File: config.mk
export PLATFORM = sky130hd
export DESIGN_NAME = mfcc_ctrl_top
export DESIGN_NICKNAME = d
export VERILOG_FILES = /design/src/mfcc_pkg.sv /design/src/frame_counter.sv /design/src/mfcc_ctrl_top.sv /design/src/mfcc_sequencer.sv /design/src/stage_decoder.sv /design/src/step_timer.sv
export SDC_FILE = /design/constraint.sdc
export NUM_CORES = 1
export LEC_CHECK = 0
export BUFFER_PORTS_ARGS = -buffer_cell sky130_fd_sc_hd__buf_4
export CORE_MARGIN = 5
export CORE_UTILIZATION = 50
export CTS_BUF_LIST = sky130_fd_sc_hd__clkbuf_8
export CTS_CLUSTER_SIZE = 12
export DETAILED_ROUTE_END_ITERATION = 12
export PLACE_DENSITY_LB_ADDON = 0.2
export SETUP_SLACK_MARGIN = 0.05
export SLEW_MARGIN = 10
export SYNTH_ARGS = -nofsm -noshare
export SYNTH_HDL_FRONTEND = slang
export SYNTH_SLANG_ARGS = --single-unit
File: constraint.sdc
create_clock -name clk -period 3.4 [get_ports clk]
set_input_delay 0.68 -clock clk [delete_from_list [all_inputs] [get_ports clk]]
set_output_delay 0.68 -clock clk [all_outputs]
set_load 0.005 [all_outputs]
File: src/mfcc_pkg.sv
package mfcc_pkg;

        localparam int CNT_W          = 20;
        localparam int DEF_WAIT_LEN   = 400000;
        localparam int DEF_DELTA_LEN  = 70000;
        localparam int DEF_DELTA2_LEN = 70000;
        localparam int DEF_ENERGY_LEN = 1000;
        localparam int DEF_NUM_FRAMES = 100;

        typedef enum logic [4:0] {
                IDLE,
                PRE,            // Pipeline fill
                P_W,
                P_W_F,
                P_W_F_A,
                P_W_F_A_M,
                FULL,           // All six stages busy
                W_F_A_M_C,      // Pipeline drain
                F_A_M_C,
                A_M_C,
                M_C,
                CEP,
                WAIT_FILL,
                WAIT_LOOP,
                WAIT_DRAIN,
                WAIT_CEP,
                BRANCH,
                NEXT_FRAME,
                ENERGY,
                DELTA,
                DELTA2,
                FINISH
        } seq_state_e;

        typedef enum logic [2:0] {
                RES_NONE   = 3'd0,
                RES_ENERGY = 3'd1,
                RES_CEP    = 3'd2,
                RES_DELTA  = 3'd3,
                RES_DELTA2 = 3'd4
        } result_sel_e;

endpackage

File: src/frame_counter.sv
module frame_counter import mfcc_pkg::*; #(
        parameter int NUM_FRAMES = DEF_NUM_FRAMES
) (
        input  logic clk,
        input  logic rst_n,
        input  logic clear,
        input  logic advance,
        output logic final_frame
);

        localparam int IDX_W = (NUM_FRAMES > 1) ? $clog2(NUM_FRAMES) : 1;

        logic [IDX_W-1:0] idx;

        assign final_frame = (idx == IDX_W'(NUM_FRAMES - 1));

        always_ff @(posedge clk or negedge rst_n) begin
                if (!rst_n) begin
                        idx <= '0;
                end else if (clear) begin
                        idx <= '0;                      // New run starts at frame zero
                end else if (advance && !final_frame) begin
                        idx <= idx + 1'b1;
                end
        end

endmodule

File: src/mfcc_ctrl_top.sv
module mfcc_ctrl_top import mfcc_pkg::*; #(
        parameter int WAIT_LEN   = DEF_WAIT_LEN,
        parameter int DELTA_LEN  = DEF_DELTA_LEN,
        parameter int DELTA2_LEN = DEF_DELTA2_LEN,
        parameter int ENERGY_LEN = DEF_ENERGY_LEN,
        parameter int NUM_FRAMES = DEF_NUM_FRAMES,
        parameter int LEN_W      = CNT_W
) (
        input  logic        clk,
        input  logic        rst_n,
        input  logic        start,
        output logic        preem_en,
        output logic        window_en,
        output logic        fft_en,
        output logic        amp_en,
        output logic        mel_en,
        output logic        cep_en,
        output logic        delta_en,
        output logic        delta2_en,
        output logic        energy_copy_en,
        output logic        pw_swap,
        output logic        wf_swap,
        output logic        fa_swap,
        output logic        am_swap,
        output logic        mc_swap,
        output result_sel_e result_sel,
        output logic        done
);

        logic             run;
        logic [LEN_W-1:0] len;
        logic             last;
        logic             clear;
        logic             advance;
        logic             final_frame;
        seq_state_e       state;

        step_timer #(
                .LEN_W (LEN_W)
        ) i_step_timer (
                .clk   (clk),
                .rst_n (rst_n),
                .run   (run),
                .len   (len),
                .last  (last)
        );

        frame_counter #(
                .NUM_FRAMES (NUM_FRAMES)
        ) i_frame_counter (
                .clk         (clk),
                .rst_n       (rst_n),
                .clear       (clear),
                .advance     (advance),
                .final_frame (final_frame)
        );

        mfcc_sequencer #(
                .LEN_W      (LEN_W),
                .WAIT_LEN   (WAIT_LEN),
                .ENERGY_LEN (ENERGY_LEN),
                .DELTA_LEN  (DELTA_LEN),
                .DELTA2_LEN (DELTA2_LEN)
        ) i_mfcc_sequencer (
                .clk         (clk),
                .rst_n       (rst_n),
                .start       (start),
                .last        (last),
                .final_frame (final_frame),
                .run         (run),
                .len         (len),
                .clear       (clear),
                .advance     (advance),
                .state       (state)
        );

        stage_decoder i_stage_decoder (
                .state          (state),
                .preem_en       (preem_en),
                .window_en      (window_en),
                .fft_en         (fft_en),
                .amp_en         (amp_en),
                .mel_en         (mel_en),
                .cep_en         (cep_en),
                .delta_en       (delta_en),
                .delta2_en      (delta2_en),
                .energy_copy_en (energy_copy_en),
                .pw_swap        (pw_swap),
                .wf_swap        (wf_swap),
                .fa_swap        (fa_swap),
                .am_swap        (am_swap),
                .mc_swap        (mc_swap),
                .result_sel     (result_sel),
                .done           (done)
        );

endmodule

File: src/mfcc_sequencer.sv
module mfcc_sequencer import mfcc_pkg::*; #(
        parameter int LEN_W      = CNT_W,
        parameter int WAIT_LEN   = DEF_WAIT_LEN,
        parameter int ENERGY_LEN = DEF_ENERGY_LEN,
        parameter int DELTA_LEN  = DEF_DELTA_LEN,
        parameter int DELTA2_LEN = DEF_DELTA2_LEN
) (
        input  logic             clk,
        input  logic             rst_n,
        input  logic             start,
        input  logic             last,
        input  logic             final_frame,
        output logic             run,
        output logic [LEN_W-1:0] len,
        output logic             clear,
        output logic             advance,
        output seq_state_e       state
);

        seq_state_e state_nxt;
        seq_state_e resume;             // Where the current wait returns to
        logic       active;

        // State that follows the wait after an active pipeline step
        function automatic seq_state_e follow(seq_state_e s);
                case (s)
                        PRE:       return P_W;
                        P_W:       return P_W_F;
                        P_W_F:     return P_W_F_A;
                        P_W_F_A:   return P_W_F_A_M;
                        P_W_F_A_M: return FULL;
                        FULL:      return BRANCH;
                        W_F_A_M_C: return F_A_M_C;
                        F_A_M_C:   return A_M_C;
                        A_M_C:     return M_C;
                        M_C:       return CEP;
                        CEP:       return ENERGY;
                        default:   return IDLE;
                endcase
        endfunction

        always_comb begin
                state_nxt = state;
                active    = 1'b0;
                run       = 1'b0;
                len       = LEN_W'(WAIT_LEN);
                case (state)
                        IDLE, FINISH: begin
                                if (start) begin
                                        state_nxt = PRE;
                                end
                        end
                        PRE, P_W, P_W_F, P_W_F_A, P_W_F_A_M: begin
                                active    = 1'b1;
                                state_nxt = WAIT_FILL;
                        end
                        FULL: begin
                                active    = 1'b1;
                                state_nxt = WAIT_LOOP;
                        end
                        W_F_A_M_C, F_A_M_C, A_M_C, M_C: begin
                                active    = 1'b1;
                                state_nxt = WAIT_DRAIN;
                        end
                        CEP: begin
                                active    = 1'b1;
                                state_nxt = WAIT_CEP;
                        end
                        WAIT_FILL, WAIT_LOOP, WAIT_DRAIN, WAIT_CEP: begin
                                run = 1'b1;
                                if (last) begin
                                        state_nxt = resume;
                                end
                        end
                        BRANCH: begin
                                state_nxt = final_frame ? W_F_A_M_C : NEXT_FRAME;
                        end
                        NEXT_FRAME: begin
                                state_nxt = FULL;
                        end
                        ENERGY: begin
                                run = 1'b1;
                                len = LEN_W'(ENERGY_LEN);
                                if (last) begin
                                        state_nxt = DELTA;
                                end
                        end
                        DELTA: begin
                                run = 1'b1;
                                len = LEN_W'(DELTA_LEN);
                                if (last) begin
                                        state_nxt = DELTA2;
                                end
                        end
                        DELTA2: begin
                                run = 1'b1;
                                len = LEN_W'(DELTA2_LEN);
                                if (last) begin
                                        state_nxt = FINISH;
                                end
                        end
                        default: begin
                                state_nxt = IDLE;
                        end
                endcase
        end

        assign clear   = (state == PRE);        // Frame index restarts with each run
        assign advance = (state == NEXT_FRAME);

        always_ff @(posedge clk or negedge rst_n) begin
                if (!rst_n) begin
                        state  <= IDLE;
                        resume <= IDLE;
                end else begin
                        state <= state_nxt;
                        if (active) begin
                                resume <= follow(state);
                        end
                end
        end

endmodule

File: src/stage_decoder.sv
module stage_decoder import mfcc_pkg::*; (
        input  seq_state_e  state,
        output logic        preem_en,
        output logic        window_en,
        output logic        fft_en,
        output logic        amp_en,
        output logic        mel_en,
        output logic        cep_en,
        output logic        delta_en,
        output logic        delta2_en,
        output logic        energy_copy_en,
        output logic        pw_swap,
        output logic        wf_swap,
        output logic        fa_swap,
        output logic        am_swap,
        output logic        mc_swap,
        output result_sel_e result_sel,
        output logic        done
);

        logic [5:0] stage_mask;         // {cep, mel, amp, fft, window, preem}

        always_comb begin
                case (state)
                        PRE:       stage_mask = 6'b000001;
                        P_W:       stage_mask = 6'b000011;
                        P_W_F:     stage_mask = 6'b000111;
                        P_W_F_A:   stage_mask = 6'b001111;
                        P_W_F_A_M: stage_mask = 6'b011111;
                        FULL:      stage_mask = 6'b111111;
                        W_F_A_M_C: stage_mask = 6'b111110;
                        F_A_M_C:   stage_mask = 6'b111100;
                        A_M_C:     stage_mask = 6'b111000;
                        M_C:       stage_mask = 6'b110000;
                        CEP:       stage_mask = 6'b100000;
                        default:   stage_mask = 6'b000000;
                endcase
        end

        assign preem_en  = stage_mask[0];
        assign window_en = stage_mask[1];
        assign fft_en    = stage_mask[2];
        assign amp_en    = stage_mask[3];
        assign mel_en    = stage_mask[4];
        assign cep_en    = stage_mask[5];

        // A boundary swaps when the stage after it runs
        assign pw_swap = stage_mask[1];
        assign wf_swap = stage_mask[2];
        assign fa_swap = stage_mask[3];
        assign am_swap = stage_mask[4];
        assign mc_swap = stage_mask[5];

        always_comb begin
                case (state)
                        FULL, CEP, WAIT_LOOP, WAIT_DRAIN, WAIT_CEP: result_sel = RES_CEP;
                        ENERGY:  result_sel = RES_ENERGY;
                        DELTA:   result_sel = RES_DELTA;
                        DELTA2:  result_sel = RES_DELTA2;
                        default: result_sel = RES_NONE;
                endcase
        end

        assign energy_copy_en = (state == ENERGY);
        assign delta_en       = (state == DELTA);
        assign delta2_en      = (state == DELTA2);
        assign done           = (state == FINISH);     // Held until the next start

endmodule

File: src/step_timer.sv
module step_timer import mfcc_pkg::*; #(
        parameter int LEN_W = CNT_W
) (
        input  logic             clk,
        input  logic             rst_n,
        input  logic             run,
        input  logic [LEN_W-1:0] len,
        output logic             last
);

        logic [LEN_W-1:0] count;

        // Final cycle of a timed state of length len
        assign last = run && (count == len - 1'b1);

        always_ff @(posedge clk or negedge rst_n) begin
                if (!rst_n) begin
                        count <= '0;
                end else if (!run || last) begin
                        count <= '0;                    // Next timed state starts from zero
                end else begin
                        count <= count + 1'b1;
                end
        end

endmodule

Word level (Yosys, flattened, before mapping)
Memories as Yosys holds them, arrays and structs flattened. A register that Yosys moved wholly into a read port is not among the register bits.
Index checks and enable logic that the tools add are counted.
- add/subtract/negate cells: 3
- eq/ne operators: 28
- muxes and demuxes: 14
- reductions and logical operators: 16
- operator list (operator ; number):
    $pmux 5 s11 ; 1
    $eq 5x4->1 const B ; 8
    $pmux 19 s2 ; 1
    $eq 5x5->1 const B ; 6
    $mux 5 ; 6
    $add 20x1->20 const B ; 1
    $eq 20x20->1 ; 1
    $eq 5x3->1 const B ; 4
    $mux 20 ; 1
    $sub 20x1->20 const B ; 1
    $mux 7 ; 2
    $reduce_or 11->1 ; 1
    $eq 5x2->1 const B ; 2
    $reduce_or 4->1 ; 2
    $add 7x1->7 const B ; 1
    $eq 7x7->1 const B ; 1
    $reduce_or 7->1 ; 1
    $mux 6 ; 1
    $ne 2x1->1 const B ; 3
    $eq 5x1->1 const B ; 1
    $logic_not 5->1 ; 1
    $reduce_and 5->1 ; 1
    $reduce_or 5->1 ; 1
    $ne 2x2->1 const B ; 2
    6 further kinds ; 11
- bits in registers: 32
- ROM bits: 272
- output and inout port bits: 18
- logic and storage cells: 67
- memories: 3
- memories (memory ; words ; bits a word ; read ports ; clocked after Yosys merged registers in ; write ports ; line ; source):
    (name not given) ; 32 ; 3 ; 1 ; 0 ; 0 ; stage_decoder.sv:55 ; case (state)
    (name not given) ; 16 ; 6 ; 1 ; 0 ; 0 ; stage_decoder.sv:24 ; case (state)
    (name not given) ; 16 ; 5 ; 1 ; 1 ; 0 ; mfcc_sequencer.sv:26 ; case (s)

Logic depth before layout (Yosys ltp)
Gate-level depths: netlist of run 1.
- word-level depth: 8
- mapped depth: 12

Cells and area by module
Synthesis of run 1 repeated with hierarchy kept, for this count alone.
- cell total of the unflattened synthesis: 431
- area total of the unflattened synthesis: 3614.7 sq um
- modules (own cells, without submodules) (module ; instances ; cells each ; area an instance (sq um) ; seq. area each (sq um)):
    step_timer ; 1 ; 233 ; 1895.6 ; 500.5
    mfcc_sequencer ; 1 ; 111 ; 1012.2 ; 250.2
    frame_counter ; 1 ; 46 ; 424.2 ; 175.2
    stage_decoder ; 1 ; 41 ; 282.8 ; 0.0

Worst setup path before layout of run 1
OpenSTA, ideal clock, no wires.
- path kind: register -> register
- start: reg i_mfcc_sequencer.state[1]
- end: reg i_mfcc_sequencer.state[4]
- data arrival time: 2734 ps
- slack: 538 ps
- cell stages (with the launch flop): 13
- clock period less this slack: 2862 ps
- cell sequence: dfrtp_1 -> ha_1 -> clkbuf_1 -> mux2i_1 -> nor2_1 -> inv_1 -> ha_1 -> nor4_1 -> o2111ai_1 -> o32a_1 -> o21bai_2 -> o31ai_2 -> mux2_1
- word-level cells in the longest chain between the ends: 8
- elaborated cells on any way between the ends: 40
- those cells by class: add/sub: 1; eq/ne: 27; mux: 3; reduce/logical: 9
- RTL lines (what ; line ; source):
    start: declaration ; mfcc_sequencer.sv:17 ; output seq_state_e state
    start signal: assignment ; mfcc_sequencer.sv:116 ; state <= state_nxt;
    $eq 5x5->1 ; mfcc_sequencer.sv:47 ; case (state)
    $reduce_or 2->1 (no line) ; -- ;
    $pmux 19 s2 ; mfcc_sequencer.sv:47 ;
    $sub 20x1->20 ; step_timer.sv:14 ; assign last = run && (count == len - 1'b1);
    $eq 20x20->1 ; step_timer.sv:14 ;
    $logic_and 1x1->1 ; step_timer.sv:14 ;
    $ne 2x2->1 (no line) or $ne 2x1->1 (tied branches) ; -- ;
    $reduce_and 5->1 (no line) ; -- ;
Several ways; a longest one is shown, not always the timed one.
A chain may end at the register's enable or synchronous reset.

Worst setup path after layout of run 1
Same ends and word-level chain as after synthesis.

==> summary.txt, run 1 <==
status -> finished clean
M1 GR Usage -> 26.0%
Post-CTS Repair Setup Buffers -> 0
setup ws final -> 0.451 ns
synthesized cell area -> 2470 um^2
Highest Clock Rate -> 339 MHz
GRT busiest layer -> met1
Die H -> 80.3 um
H-tree depth -> 2
RSZ-0062 raised after global routing -> no
DP Wirelength -> 3.80 mm
layout cell share with drive strength beyond 1 -> 13.2%
leakage -> 1.32 nW
part of the power in registers -> 57.8%
WP data required -> 3.57 ns
syn avg cell area -> 8.67 um^2
Vias -> 2066
GR Util met3 -> 4.04%
Logic pwr share -> 1.4%
pin count of the biggest net entering global routing -> 38
CP bufs+invs -> 2
Worst-Skew Late Latency -> 0.29 ns
max_cap viols -> 0
CTS tree -> yes
initial DRC count -> 113
final wirelength -> 5.34 mm
Critical-path top delay cell -> dfrtp_1
commonest cells after routing, fill and taps aside -> nor2_1, dfrtp_1, buf_4
post-synthesis register bit count -> 37
period utilization -> 86.7%
CP Data Arrival Time -> 3.12 ns
DIE WIDTH -> 80.3 um
NetSw -> 162 uW
Crit Reg-Reg Startpoint -> i_mfcc_sequencer.state[1]
sequential share of the synthesized area -> 37.5%
final hold slack -> 0.349 ns
I/O pins -> 21
synth top area cells -> dfrtp_1, ha_1, nor2_1
Core Box Area -> 4750 um^2
Max FO, Critical Path -> 7
clk sink count -> 37
most common cell after layout, fill and taps aside -> nor2_1
Final Power -> 762 uW
dominant cell type by area after synthesis -> dfrtp_1
worst min path class -> in2async
Initial Util -> 51.9%
CTS root buffer -> clkbuf_8
delay-heaviest family, CP -> compound AO/OA/AOI/OAI gates
number of flops mapped to enable cells by yosys -> 0
r2r worst-path depth -> 12
Net Sw Frac -> 21.3%
fin cells -> 369
DRC -> 0
routed wire length per instance -> 14.5 um
drt first pass iters -> 5
Worst Skew -> 0.00751 ns
nets -> 318
library cells used by synthesis -> 52
design area -> 2760 um^2
gr ovfl total -> 0
GPL Wtd Cong -> 0.879
TritonCTS Buffers -> 5
# fillers -> 438
CP peak stage delay -> 0.45 ns
Clock transition at path regs -> 0.08 ns
Antenna Nets Post-Route -> 0
first-pass GRT wire length -> 8.99 mm
via density per instance -> 5.60
Antenna diodes -> 0
DIE AREA -> 6450 um^2
Total GRT Usage -> 17.8%
reg-to-reg endpoint -> i_mfcc_sequencer.state[4]
cells along the critical path -> inv_1 -> ha_1 -> mux2i_1 -> nor2_2 -> inv_1 -> ha_1 -> nor4_1 -> o2111ai_1 -> o32a_1 -> o21bai_2 -> o31ai_2 -> mux2_1
kind of critical path -> reg2reg
Post-Place Worst Slack -> 0.383 ns
clock power share -> 40.9%
Post-Syn Nets -> 301
area share of the largest cell type after synthesis -> 37.5%
Core Util, Final -> 58.1%
flop-to-flop setup slack -> 0.45 ns
Inst Count DP -> 362
CTS Hold Bufs -> 0
Crit path depth -> 12
ys async rst share -> 100%
CP Capture Type -> flop
vias in the first global route -> 1867
critical path capture point -> i_mfcc_sequencer.state[4]
Slew HR -> 39.0%
Worst-Margin Slew -> 0.903 ns
Worst setup SP type -> flop
I/O Buffers -> 20
Internal Pwr Total -> 599 uW
Post-synth top flop -> dfrtp_1
Yosys warning count -> 0
CTS max path bufs -> 2
endpoints failing hold -> 0
Setup crit start -> i_mfcc_sequencer.state[1]
DP Area -> 2670 um^2
Slew Viols, Final -> 0
power per cell area -> 276 nW/um^2
setup_tns -> 0 ns
Layout area overhead -> 11.8%
Cells after Synth -> 285
Rows -> 25
final setup violation count -> 0
peak supply drop -> 0.292 mV
post-layout min period -> 2.95 ns
met2 usage -> 25.4%
initial antenna violation count -> 0
-- final cells by class --
cell class              instances  area [um^2]  area share [%]
inverters                      12         45.0            1.63
clock inverters                 1         3.75           0.136
multi-input cells             219         1420            51.3
flip-flops and latches         37          926            33.5
well taps                      67         83.8            3.04
clock buffers                   6         82.6            2.99
repair buffers                 27          203            7.34
-- Yosys cell counts, types with 2 or more instances --
| library cell | instances |
|---|---|
| nand3_1 | 16 |
| nor2b_1 | 3 |
| a2bb2oi_1 | 2 |
| nand2b_1 | 2 |
| a22oi_1 | 2 |
| a21oi_1 | 13 |
| buf_1 | 2 |
| dfrtp_1 | 37 |
| and3b_1 | 2 |
| a221oi_1 | 2 |
| xor2_1 | 7 |
| buf_4 | 5 |
| clkbuf_1 | 9 |
| nor3_1 | 9 |
| mux2i_1 | 9 |
| o31ai_1 | 2 |
| and2_1 | 3 |
| inv_1 | 12 |
| and3_1 | 7 |
| ha_1 | 13 |
| o21ai_0 | 11 |
| nand4_1 | 3 |
| nor4_1 | 4 |
| nor2_1 | 43 |
| xnor2_1 | 14 |
| a211oi_1 | 2 |
| o2111ai_1 | 2 |
| nor3b_1 | 2 |
| nand2_1 | 24 |
-- worst register-to-register path, cell delays in order, from the launching register on --
cell and delay (ns):
dfrtp_1 0.45, inv_1 0.21, ha_1 0.20, mux2i_1 0.12, nor2_2 0.20, inv_1 0.11, ha_1 0.25, nor4_1 0.28
o2111ai_1 0.14, o32a_1 0.19, o21bai_2 0.17, o31ai_2 0.17, mux2_1 0.35
-- sequential cells by signal (all words and copies together) (netlist names) --
register,flops
i_mfcc_sequencer.state,5
i_mfcc_sequencer.resume,5
i_step_timer.count,20
i_frame_counter.idx,7
-- repair_timing --
action                     4_1_cts  5_1_grt
hold endpoints to repair         0        0
setup endpoints to repair        0        1
gates resized for setup          0        1
-- power by group through the flow --
stage	Sequential (mW)	Clock, mW	Combinational, mW
2_1_floorplan	0.449	0	0.000000822
3_3_place_gp	0.448	0	0.0110
3_5_place_dp	0.448	0	0.0111
4_1_cts	0.440	0.318	0.0112
5_1_grt	0.440	0.336	0.0126
6_report	0.440	0.311	0.0103
-- worst min-delay path by stage --
stage	end	cells past startpoint	slack (ns)
final	i_step_timer.count[1]	1	0.35
after global routing	i_step_timer.count[1]	1	0.39
after CTS	i_mfcc_sequencer.state[0]	1	0.37
after detailed placement	i_step_timer.count[0]	1	0.47
after global placement	i_step_timer.count[0]	1	0.44
after floorplan	i_frame_counter.idx[0]	0	0.38
-- metal layers --
| metal | wire length (um) | share of wire [%] | vias to the layer above |
|---|---|---|---|
| met5 | 0 | 0 | - |
| met4 | 85 | 1.6 | 0 |
| met3 | 319 | 6.0 | 7 |
| met2 | 2290 | 43 | 61 |
| met1 | 2640 | 50 | 977 |
| li1 | - | - | 1021 |
-- cells by family after synthesis --
group | synth area share [%]
DFF | 37.5
and+or+nand+nor | 25.1
adders and majority gates | 6.59
muxes | 4.10
AOI/OAI and AO/OA | 14.1
xor gates and xnor gates | 7.45
buffers and inverters | 5.22
Power figures use the tool's default switching activity.
==> run 2, diff against run 1 <==
--- a/config.mk
+++ b/config.mk
@@ -8,11 +8,9 @@
 export BUFFER_PORTS_ARGS = -buffer_cell sky130_fd_sc_hd__buf_4
 export CORE_MARGIN = 5
 export CORE_UTILIZATION = 50
-export CTS_BUF_LIST = sky130_fd_sc_hd__clkbuf_8
 export CTS_CLUSTER_SIZE = 12
 export DETAILED_ROUTE_END_ITERATION = 12
 export PLACE_DENSITY_LB_ADDON = 0.2
-export SETUP_SLACK_MARGIN = 0.05
 export SLEW_MARGIN = 10
 export SYNTH_ARGS = -nofsm -noshare
 export SYNTH_HDL_FRONTEND = slang
==> run 2 against run 1 <==
  * Worst setup slack got worse by 0.098 ns
  * Die area unchanged
  * Wire length shrank 0.15%
  * Non-clock buffer count unchanged
  * Clock-buffer cell count rose by 1
  * Sequential power barely moved
  * Critical path depth unchanged
  * Critical endpoint unchanged
  * Highest routed layer unchanged
==> summary.txt, run 2 (synthesis results as in run 1) <==
most common cell after layout, fill and taps aside -> nor2_1
M1 GR Usage -> 25.9%
RSZ-0062 raised after global routing -> no
DIE AREA -> 6450 um^2
Antenna diodes -> 0
I/O pins -> 21
I/O Buffers -> 20
Antenna Nets Post-Route -> 0
CTS max path bufs -> 2
max_cap viols -> 0
Rows -> 25
Top reg by flops -> i_step_timer.count
r2r worst-path depth -> 12
Initial Util -> 51.9%
pin count of the biggest net entering global routing -> 38
GR Util met3 -> 4.04%
Largest regs -> i_step_timer.count (20), i_frame_counter.idx (7)
# fillers -> 439
DRC -> 0
flop-to-flop setup slack -> 0.35 ns
Die H -> 80.3 um
max reg flops -> 20
fin cells -> 369
Core Box Area -> 4750 um^2
layout cell share with drive strength beyond 1 -> 12.9%
met2 usage -> 25.4%
reg-to-reg endpoint -> i_mfcc_sequencer.state[4]
DIE WIDTH -> 80.3 um
Slew Viols, Final -> 0
leakage -> 1.31 nW
CP Capture Type -> flop
setup_tns -> 0 ns
clk sink count -> 37
nets -> 318
H-tree depth -> 2
setup ws final -> 0.353 ns
Worst setup SP type -> flop
Post-CTS Resized -> 0
via density per instance -> 5.57
Worst Skew -> 0.00871 ns
GRT busiest layer -> met1
Layout area overhead -> 11.7%
Crit Reg-Reg Startpoint -> i_mfcc_sequencer.state[1]
endpoints failing hold -> 0
delay-heaviest family, CP -> compound AO/OA/AOI/OAI gates
Vias -> 2055
kind of critical path -> reg2reg
Max FO, Critical Path -> 7
TritonCTS Buffers -> 5
initial DRC count -> 108
final setup violation count -> 0
commonest cells after routing, fill and taps aside -> nor2_1, dfrtp_1, buf_4
worst min path class -> in2async
design area -> 2760 um^2
DP Wirelength -> 3.80 mm
period utilization -> 89.6%
CP bufs+invs -> 2
Post-Place Worst Slack -> 0.383 ns
Post-CTS Repair Setup Buffers -> 0
GPL Wtd Cong -> 0.879
first-pass GRT wire length -> 8.98 mm
Critical-path top delay cell -> dfrtp_1
CTS root buffer -> clkbuf_8
Highest Clock Rate -> 328 MHz
Worst-Margin Slew -> 0.903 ns
routed wire length per instance -> 14.4 um
Total GRT Usage -> 17.8%
power per cell area -> 277 nW/um^2
CP peak stage delay -> 0.45 ns
Worst-Skew Late Latency -> 0.29 ns
gr ovfl total -> 0
DP Area -> 2670 um^2
Crit path depth -> 12
Inst Count DP -> 362
CTS tree -> yes
cells along the critical path -> inv_1 -> ha_1 -> mux2i_1 -> nor2_1 -> inv_1 -> ha_1 -> nor4_1 -> o2111ai_1 -> o32a_1 -> o21bai_2 -> o31ai_2 -> mux2_1
vias in the first global route -> 1866
drt first pass iters -> 5
final wirelength -> 5.33 mm
peak supply drop -> 0.293 mV
status -> finished clean
CP Data Arrival Time -> 3.21 ns
post-layout min period -> 3.05 ns
initial antenna violation count -> 0
WP data required -> 3.57 ns
CTS Hold Bufs -> 0
Clock transition at path regs -> 0.08 ns
Slew HR -> 39.0%
[run 2: metal layers]
layer  up-vias  wire (um)  share of wire [%]
met5         -          0                  0
met4         0         71                1.3
met3         5        294                5.5
met2        54       2310                 43
met1       977       2650                 50
li1       1019          -                  -
[run 2: power breakdown]
| part | total [mW] | switching [mW] | internal, mW |
|---|---|---|---|
| clock | 0.315 | 0.154 | 0.161 |
| combinational | 0.0103 | 0.00883 | 0.00150 |
| sequential | 0.440 | 0 | 0.440 |
| total | 0.765 | 0.162 | 0.602 |
[run 2: layout make-up]
cell class                 instances  area [um^2]  share of cell area [%]
sequential                        37          926                    33.6
clock buffer                       7         86.3                    3.13
inverter                          12         45.0                    1.63
timing repair buffer              27          203                    7.35
tap                               67         83.8                    3.04
multi-input combinational        219         1420                    51.3
[run 2: through the flow]
step / util, % / hold slack, ns / total power, mW
5_1_grt: 58.0 / 0.393 / 0.790
2_1_floorplan: - / 0.384 / 0.449
3_3_place_gp: 56.2 / 0.440 / 0.459
6_report: 58.0 / 0.350 / 0.765
4_1_cts: 58.0 / 0.367 / 0.772
3_5_place_dp: 56.2 / 0.469 / 0.459
[run 2: worst reg2reg max path, cell delays in order, from the launching register on]
cell and delay [ns]:
dfrtp_1 0.45, inv_1 0.21, ha_1 0.21, mux2i_1 0.11, nor2_1 0.26, inv_1 0.13, ha_1 0.26, nor4_1 0.28
o2111ai_1 0.14, o32a_1 0.19, o21bai_2 0.17, o31ai_2 0.17, mux2_1 0.35
[run 2: how the worst max path moves through the flow]
stage,startpoint,endpoint
2_1_floorplan,i_mfcc_sequencer.state[1],i_mfcc_sequencer.state[4]
4_1_cts,i_mfcc_sequencer.state[1],i_mfcc_sequencer.state[4]
3_5_place_dp,i_mfcc_sequencer.state[1],i_mfcc_sequencer.state[4]
6_report,i_mfcc_sequencer.state[1],i_mfcc_sequencer.state[4]
5_1_grt,i_mfcc_sequencer.state[1],i_mfcc_sequencer.state[4]
3_3_place_gp,i_mfcc_sequencer.state[1],i_mfcc_sequencer.state[4]
